<file path="config.mk">
export PLATFORM = sky130hd
export DESIGN_NAME = pdp8_opr_unit
export DESIGN_NICKNAME = d
export VERILOG_FILES = /design/src/pdp8_pkg.sv /design/src/opr_decode.sv /design/src/opr_execute.sv /design/src/opr_result.sv /design/src/pdp8_opr_unit.sv
export VERILOG_INCLUDE_DIRS = /design/src /design/src/src
export SDC_FILE = /design/constraint.sdc
export NUM_CORES = 1
export LEC_CHECK = 0
export BUFFER_PORTS_ARGS = -buffer_cell sky130_fd_sc_hd__buf_4
export CORE_MARGIN = 2
export CORE_UTILIZATION = 53
export DETAILED_ROUTE_END_ITERATION = 10
export PLACE_DENSITY_LB_ADDON = 0.3
export SYNTH_ARGS = -nofsm -noshare
export SYNTH_HDL_FRONTEND = slang
export SYNTH_HIERARCHICAL = 1
export SYNTH_SLANG_ARGS = --single-unit
</file>
<file path="constraint.sdc">
create_clock -name clk -period 3.3 [get_ports clk]
set_input_delay 0.165 -clock clk [delete_from_list [all_inputs] [get_ports clk]]
set_output_delay 0.165 -clock clk [all_outputs]
set_load 0.05 [all_outputs]
</file>
<file path="src/pdp8_defines.svh">
// PDP-8 accumulator path constants: word width, opcode values and operate microcode bits
`ifndef PDP8_DEFINES_SVH
`define PDP8_DEFINES_SVH

`define PDP8_WORD_BITS 12

////////////////////
// opcode field, bits 0 to 2
`define PDP8_OP_AND 3'd0
`define PDP8_OP_TAD 3'd1
`define PDP8_OP_OPR 3'd7

////////////////////
// group 1 microcode, indexed by PDP-8 bit number
`define PDP8_G1_CLA 4
`define PDP8_G1_CLL 5
`define PDP8_G1_CMA 6
`define PDP8_G1_CML 7
`define PDP8_G1_RAR 8
`define PDP8_G1_RAL 9
`define PDP8_G1_TWO 10  // rotate twice, or BSW when no rotate is set
`define PDP8_G1_IAC 11

////////////////////
// group 2 microcode; bit 11 set in group 2 space selects group 3
`define PDP8_G2_CLA 4
`define PDP8_G2_SMA 5
`define PDP8_G2_SZA 6
`define PDP8_G2_SNL 7
`define PDP8_G2_REV 8
`define PDP8_G2_OSR 9
`define PDP8_G2_HLT 10
`define PDP8_G3_SEL 11

`endif

</file>
<file path="src/pdp8_pkg.sv">
// shared types for the PDP-8 accumulator pipeline: words, instruction views and stage bundles
`include "pdp8_defines.svh"

package pdp8_pkg;

    typedef logic [0:`PDP8_WORD_BITS-1] word_t;  // bit 0 is the msb

    ////////////////////
    // two views of one instruction word

    typedef struct packed {
        logic [0:2] opcode;
        logic       indirect;
        logic       page;      // current page when set
        logic [0:6] offset;
    } mri_t;

    typedef struct packed {
        logic [0:2]  opcode;
        logic        group;    // 0 selects group 1
        logic [4:11] micro;
    } opr_t;

    typedef union packed {
        mri_t mri;
        opr_t opr;
    } instr_u;

    ////////////////////
    // stage bundles

    typedef struct packed {
        logic  valid;
        logic  is_and;
        logic  is_tad;
        word_t operand;     // memory operand for AND and TAD
        logic  cla;
        logic  cll;
        logic  cma;
        logic  cml;
        logic  iac;
        logic  rot_right;
        logic  rot_left;
        logic  rot_twice;
        logic  bsw;
        logic  sma;
        logic  sza;
        logic  snl;
        logic  reverse;     // AND group, skip on the complemented tests
        logic  cla2;
        logic  osr;
        logic  hlt;
        word_t sr;          // switch register for OSR
    } op_bundle_t;

    typedef struct packed {
        logic  valid;
        word_t ac;
        logic  link;
        logic  skip;
        logic  hlt;
    } result_t;

endpackage

</file>
<file path="src/opr_decode.sv">
// decode stage that registers a started instruction and expands it into an operation bundle
`include "pdp8_defines.svh"

module opr_decode
    import pdp8_pkg::*;
(
    input  logic       clk,
    input  logic       rst_n,
    input  logic       start,
    input  logic       halted,
    input  word_t      instruction,
    input  word_t      mem_data,
    input  word_t      sr,
    output op_bundle_t op
);

    instr_u     iw;
    op_bundle_t op_n;

    assign iw = instruction;  // the same word is read as MRI or as operate

    ////////////////////
    // flag expansion

    always_comb
    begin
        op_n         = '0;
        op_n.valid   = start & ~halted;  // a halted machine takes no new work
        op_n.operand = mem_data;
        op_n.sr      = sr;

        case (iw.mri.opcode)
            `PDP8_OP_AND:
            begin
                op_n.is_and = 1'b1;
            end
            `PDP8_OP_TAD:
            begin
                op_n.is_tad = 1'b1;
            end
            `PDP8_OP_OPR:
            begin
                if (!iw.opr.group)
                begin
                    op_n.cla       = iw.opr.micro[`PDP8_G1_CLA];
                    op_n.cll       = iw.opr.micro[`PDP8_G1_CLL];
                    op_n.cma       = iw.opr.micro[`PDP8_G1_CMA];
                    op_n.cml       = iw.opr.micro[`PDP8_G1_CML];
                    op_n.iac       = iw.opr.micro[`PDP8_G1_IAC];
                    op_n.rot_right = iw.opr.micro[`PDP8_G1_RAR];
                    op_n.rot_left  = iw.opr.micro[`PDP8_G1_RAL];
                    op_n.rot_twice = iw.opr.micro[`PDP8_G1_TWO];
                    // with no rotate selected, bit 10 means byte swap on the 8/e
                    op_n.bsw       = iw.opr.micro[`PDP8_G1_TWO]
                                   & ~iw.opr.micro[`PDP8_G1_RAR]
                                   & ~iw.opr.micro[`PDP8_G1_RAL];
                end
                else if (!iw.opr.micro[`PDP8_G3_SEL])
                begin
                    op_n.cla2    = iw.opr.micro[`PDP8_G2_CLA];
                    op_n.sma     = iw.opr.micro[`PDP8_G2_SMA];
                    op_n.sza     = iw.opr.micro[`PDP8_G2_SZA];
                    op_n.snl     = iw.opr.micro[`PDP8_G2_SNL];
                    op_n.reverse = iw.opr.micro[`PDP8_G2_REV];
                    op_n.osr     = iw.opr.micro[`PDP8_G2_OSR];
                    op_n.hlt     = iw.opr.micro[`PDP8_G2_HLT];
                end
            end
            default:
            begin
                // ISZ, DCA, JMS, JMP and IOT only report done
            end
        endcase
    end

    always_ff @(posedge clk)
    begin
        if (!rst_n)
        begin
            op <= '0;
        end
        else
        begin
            op <= op_n;
        end
    end

endmodule

</file>
<file path="src/opr_execute.sv">
// execute stage: owns the accumulator and link and applies one decoded operation per cycle
module opr_execute
    import pdp8_pkg::*;
(
    input  logic       clk,
    input  logic       rst_n,
    input  op_bundle_t op,
    output result_t    res
);

    word_t       ac_q;
    logic        link_q;
    logic        valid_q;
    logic        skip_q;
    logic        hlt_q;

    word_t       ac_n;
    logic        link_n;
    logic        skip_n;
    logic [0:12] sum;     // carry in bit 0
    logic [0:12] inc;
    logic [0:12] lac;     // link in bit 0, then the accumulator
    logic        or_hit;

    ////////////////////
    // next accumulator and link

    always_comb
    begin
        ac_n   = ac_q;
        link_n = link_q;
        sum    = '0;
        inc    = '0;

        // memory reference
        if (op.is_and)
        begin
            ac_n = ac_q & op.operand;
        end
        else if (op.is_tad)
        begin
            sum  = {1'b0, ac_q} + {1'b0, op.operand};
            ac_n = sum[1:12];
            if (sum[0])
            begin
                link_n = ~link_q;  // carry out flips the link
            end
        end

        // group 1, in machine order
        if (op.cla)
        begin
            ac_n = '0;
        end
        if (op.cll)
        begin
            link_n = 1'b0;
        end
        if (op.cma)
        begin
            ac_n = ~ac_n;
        end
        if (op.cml)
        begin
            link_n = ~link_n;
        end
        if (op.iac)
        begin
            inc    = {link_n, ac_n} + 13'd1;  // overflow out of ac toggles the link
            link_n = inc[0];
            ac_n   = inc[1:12];
        end

        lac = {link_n, ac_n};
        if (op.rot_right)
        begin
            lac = {lac[12], lac[0:11]};
            if (op.rot_twice)
            begin
                lac = {lac[12], lac[0:11]};
            end
        end
        else if (op.rot_left)
        begin
            lac = {lac[1:12], lac[0]};
            if (op.rot_twice)
            begin
                lac = {lac[1:12], lac[0]};
            end
        end
        else if (op.bsw)
        begin
            lac[1:12] = {lac[7:12], lac[1:6]};  // link is not involved
        end
        link_n = lac[0];
        ac_n   = lac[1:12];

        // group 2, tests see the state from before CLA
        or_hit = (op.sma & ac_q[0])
               | (op.sza & (ac_q == '0))
               | (op.snl & link_q);
        skip_n = op.reverse ? ~or_hit : or_hit;

        if (op.cla2)
        begin
            ac_n = '0;
        end
        if (op.osr)
        begin
            ac_n = ac_n | op.sr;
        end
    end

    always_ff @(posedge clk)
    begin
        if (!rst_n)
        begin
            ac_q    <= '0;
            link_q  <= 1'b0;
            valid_q <= 1'b0;
            skip_q  <= 1'b0;
            hlt_q   <= 1'b0;
        end
        else
        begin
            valid_q <= op.valid;
            if (op.valid)
            begin
                ac_q   <= ac_n;
                link_q <= link_n;
                skip_q <= skip_n;
                hlt_q  <= op.hlt;
            end
        end
    end

    assign res = '{valid: valid_q, ac: ac_q, link: link_q, skip: skip_q, hlt: hlt_q};

endmodule

</file>
<file path="src/opr_result.sv">
// result stage: registers the committed state and turns it into done, skip and halt outputs
module opr_result
    import pdp8_pkg::*;
(
    input  logic    clk,
    input  logic    rst_n,
    input  result_t res,
    output word_t   ac,
    output logic    link,
    output logic    skip,
    output logic    done,
    output logic    halted
);

    always_ff @(posedge clk)
    begin
        if (!rst_n)
        begin
            ac     <= '0;
            link   <= 1'b0;
            skip   <= 1'b0;
            done   <= 1'b0;
            halted <= 1'b0;
        end
        else
        begin
            done <= res.valid;               // one pulse per finished instruction
            skip <= res.valid & res.skip;
            if (res.valid)
            begin
                ac   <= res.ac;
                link <= res.link;
            end
            if (res.valid && res.hlt)
            begin
                halted <= 1'b1;              // held until reset
            end
        end
    end

endmodule

</file>
<file path="src/pdp8_opr_unit.sv">
// PDP-8/e accumulator path top level: decode, execute and result stages in a pipeline
module pdp8_opr_unit
    import pdp8_pkg::*;
(
    input  logic  clk,
    input  logic  rst_n,
    input  logic  start,
    input  word_t instruction,
    input  word_t mem_data,
    input  word_t sr,
    output word_t ac,
    output logic  link,
    output logic  skip,
    output logic  done,
    output logic  halted
);

    op_bundle_t op;
    result_t    res;

    opr_decode u_decode (
        .clk         (clk),
        .rst_n       (rst_n),
        .start       (start),
        .halted      (halted),  // fed back from the result stage
        .instruction (instruction),
        .mem_data    (mem_data),
        .sr          (sr),
        .op          (op)
    );

    opr_execute u_execute (
        .clk   (clk),
        .rst_n (rst_n),
        .op    (op),
        .res   (res)
    );

    opr_result u_result (
        .clk    (clk),
        .rst_n  (rst_n),
        .res    (res),
        .ac     (ac),
        .link   (link),
        .skip   (skip),
        .done   (done),
        .halted (halted)
    );

endmodule

</file>
==> flow_summary.json <==
{
  "via_count": 4836,
  "setup_slack_ns": -0.225,
  "drive_gt1_share_pct": 31.7,
  "hold_viol": 0,
  "yosys_warnings": 6,
  "track_usage_pct": 31.2,
  "avgRoutedWirePerCell_um": 19.1,
  "crit_type": "reg2reg",
  "io_pins": 55,
  "grt_pass1_vias": 4711,
  "postPlaceCellArea_sq_um": 5780,
  "num_rows": 34,
  "initial_core_util_pct": 54.8,
  "crit_chain": "ha_4 -> fa_2 -> a21o_1 -> a22o_1 -> o2111a_1 -> o32ai_4 -> xor2_2 -> nand4b_1 -> buf_4 -> xor2_2 -> buf_4 -> and2_1 -> o221ai_1 -> a211oi_1",
  "overflow": 0,
  "drt_first_pass_iters": 5,
  "reg2reg_depth": 14,
  "slew_headroom_pct": 35.4,
  "holdPathEnd": "u_decode/op[9]$_SDFF_PN0_",
  "insertion_delay_ns": 0.35,
  "grt_max_degree": 61,
  "endpoint_kind": "register",
  "crit_buf_inv": 2,
  "fmaxAchievable_ghz": 0.284,
  "wl_mm": 15.3,
  "leakagePower_nw": 2.63,
  "reg2reg_from": "u_execute/ac_q[0]$_SDFFE_PN0P_",
  "synth_nets": 626,
  "synthFlopType": "dfxtp_1",
  "tritoncts": "done",
  "clockBufferDepth": 2,
  "syn2layout_area_growth_pct": 31.2,
  "drv_slew": 0,
  "finalCriticalPeriod_ns": 3.52,
  "cap_viol_max_count": 0,
  "min_from": "sr[9]",
  "place_congestion": 1.03,
  "h-tree-depth": 3,
  "die_area_sq_um": 9840,
  "dpl.hpwl_mm": 11.2,
  "core_area_sq_um": 8760,
  "synth_cell_type_count": 83,
  "syn-cell-area_sq_um": 4800,
  "ys_async_sr_fraction_pct": 0,
  "cp.required_ns": 3.57,
  "drt_iter0_drc": 371,
  "fp.dieW_um": 99.2,
  "worst-r2r-setup-slack_ns": -0.22,
  "vias_per_cell": 6.04,
  "worstReg2RegEnd": "u_execute/ac_q[10]$_SDFFE_PN0P_",
  "hold_path.class": "in2reg",
  "syn_area_per_cell_sq_um": 8.38,
  "finalSetupViolCount": 11,
  "ys_seq_elements": 75,
  "drc_errors": 0,
  "slowest_delay_ns": 0.36,
  "drtAntennaViolNets": 0,
  "skew_ns": 0.0144,
  "fin_setup_tns_ns": -1.40,
  "rsz0062_at_grt": "true",
  "violations": "negative setup slack",
  "crit_fanout": 3,
  "finalInstanceArea_sq_um": 6300,
  "root_buffer": "clkbuf_8",
  "dp_slack_ns": -0.264,
  "period_share_pct": 107,
  "synth_edf_count": 0,
  "ir_worst_vdd_mv": 0.298,
  "status": "finished with violations",
  "power_density_nw_per_um2": 325,
  "ys_seq_area_share_pct": 31.3,
  "crit_path_top_delay_cell": "fa_2",
  "crit_family": "compound AO/OA/AOI/OAI gates",
  "numCtsBuffers": 9,
  "antenna_found_initial": 0,
  "arrival_ns": 3.80,
  "clock-sinks": 75,
  "cp-start-kind": "register",
  "fin_nets": 741,
  "clk_pin_slew_ns": 0.10,
  "port_buffers": 54,
  "grt_pass1_wl_mm": 24.3,
  "dieHeight_um": 99.2,
  "n_antenna_cell": 0,
  "hold_path_depth": 2,
  "syn-instance-count": 573,
  "max_slew.worst_pin.slew_ns": 0.967
}
## logic make-up after synthesis
kind of cell / share of synthesized area, %
AOI/OAI and AO/OA: 20.6
xor gates and xnor gates: 4.17
adders and majority gates: 3.80
buffers and inverters: 5.91
DFF: 31.3
muxes: 5.05
and+or+nand+nor: 29.2
## layer usage
metal / GRT usage [%] / wire length [um] / up-vias
met5: 0 / 0 / -
met4: 12.1 / 499 / 0
met3: 4.99 / 1020 / 38
met2: 50.1 / 7160 / 223
met1: 42.2 / 6640 / 2272
li1: - / - / 2303
## timing repair
item	in CTS	in global routing
buffers inserted	8	0
endpoints found under the hold margin	3	0
hold buffers	4	0
pin swaps	15	15
gates resized for setup	26	20
setup endpoints to repair	13	13
## synth_stat cells, types with 3 or more instances
| cell | number | area, sq um |
|---|---|---|
| nand3_1 | 19 | 95.1 |
| nand2b_1 | 8 | 50.1 |
| nor2b_1 | 21 | 131 |
| nor2_1 | 33 | 124 |
| or2_2 | 4 | 25.0 |
| o31ai_1 | 4 | 30.0 |
| ha_1 | 13 | 163 |
| o21ai_0 | 34 | 170 |
| nand2_1 | 37 | 139 |
| inv_1 | 19 | 71.3 |
| a21o_1 | 6 | 45.0 |
| xor2_1 | 15 | 131 |
| a211oi_1 | 11 | 82.6 |
| or3_1 | 6 | 37.5 |
| dfxtp_1 | 75 | 1500 |
| buf_4 | 6 | 45.0 |
| mux2i_1 | 22 | 220 |
| and3_1 | 13 | 81.3 |
| o22ai_1 | 3 | 18.8 |
| o211ai_1 | 6 | 45.0 |
| nor3b_1 | 14 | 105 |
| a21oi_1 | 23 | 115 |
| buf_2 | 7 | 35.0 |
| nor3_1 | 21 | 105 |
| o21a_1 | 5 | 37.5 |
| xnor2_1 | 6 | 52.6 |
| o41ai_2 | 3 | 48.8 |
| and4_1 | 4 | 35.0 |
| a221oi_1 | 3 | 26.3 |
| and2_1 | 29 | 181 |
| nand3b_1 | 5 | 37.5 |
| a31oi_1 | 7 | 43.8 |
| clkbuf_1 | 22 | 82.6 |
## cells in the final DEF, fill, tap and decap left out, drive strengths merged, types with 7 or more instances in the layout
cell type,synthesis,layout
nor3b,14,14
xor2,16,16
dfxtp,75,75
and3,14,14
buf,18,140
o21ai,36,36
inv,19,23
ha,13,13
o211ai,7,7
and2,30,30
a21oi,24,24
nand2,37,37
nor2,34,34
a31oi,7,7
nand3,19,19
nor3,22,22
a211oi,11,11
nand2b,8,8
mux2i,22,22
nor2b,21,21
clkbuf,22,9
## worst reg2reg max path: cells and delay by family (launching register included)
kind	cells	cell delay, ns
xor+xnor	2	0.42
fa+ha+maj	2	0.52
compound gates	6	1.44
flops	1	0.34
buf+inv	2	0.37
simple gates	2	0.37
## area by class of cell
cell class                      instances  area (sq um)
Clock buffer                            9           124
Tap cell                              108           135
Inverter                               19          71.3
Clock inverter                          7          68.8
Fill cell                             692          2460
Timing Repair Buffer                  144          1110
Multi-Input combinational cell        439          3290
Sequential cell                        75          1500
## sequential cells by signal (all words and copies together) (netlist names)
signal and cells:
u_execute/hlt_q 1, u_execute/valid_q 1, u_result/ac 12, u_result/skip 1
u_decode/op 43, u_result/halted 1, u_execute/ac_q 12, u_execute/skip_q 1
u_result/done 1, u_execute/link_q 1, u_result/link 1
## through the flow
step	hold WS [ns]	util (%)	instances	power [mW]
floorplan	0.238	-	573	1.17
global placement	0.345	66.0	774	1.32
detailed placement	0.350	66.0	774	1.33
CTS	0.000737	70.7	802	2.05
global route	0.000503	71.9	801	2.14
finish	0.00959	71.9	801	2.05
## report_power, final
part / leakage [nW] / switching [mW] / total, mW / internal (mW)
clock network: 0.0915 / 0.401 / 0.693 / 0.293
logic: 1.93 / 0.202 / 0.396 / 0.193
registers: 0.614 / 0.0255 / 0.958 / 0.932
## worst max path at each step
stage,startpoint,to,slack (ns),depth (start not counted)
after floorplan,u_execute/ac_q[0]$_SDFFE_PN0P_,u_execute/link_q$_SDFFE_PN0P_,-0.003,12
after global placement,u_execute/ac_q[4]$_SDFFE_PN0P_,u_execute/ac_q[8]$_SDFFE_PN0P_,-0.18,13
after detailed placement,u_execute/ac_q[0]$_SDFFE_PN0P_,u_execute/ac_q[11]$_SDFFE_PN0P_,-0.26,14
after CTS,u_execute/ac_q[0]$_SDFFE_PN0P_,u_execute/ac_q[11]$_SDFFE_PN0P_,-0.17,14
after global routing,u_execute/ac_q[0]$_SDFFE_PN0P_,u_execute/ac_q[10]$_SDFFE_PN0P_,-0.31,14
final,u_execute/ac_q[0]$_SDFFE_PN0P_,u_execute/ac_q[10]$_SDFFE_PN0P_,-0.22,14
Note: power is estimated with default switching activity, not from simulation.
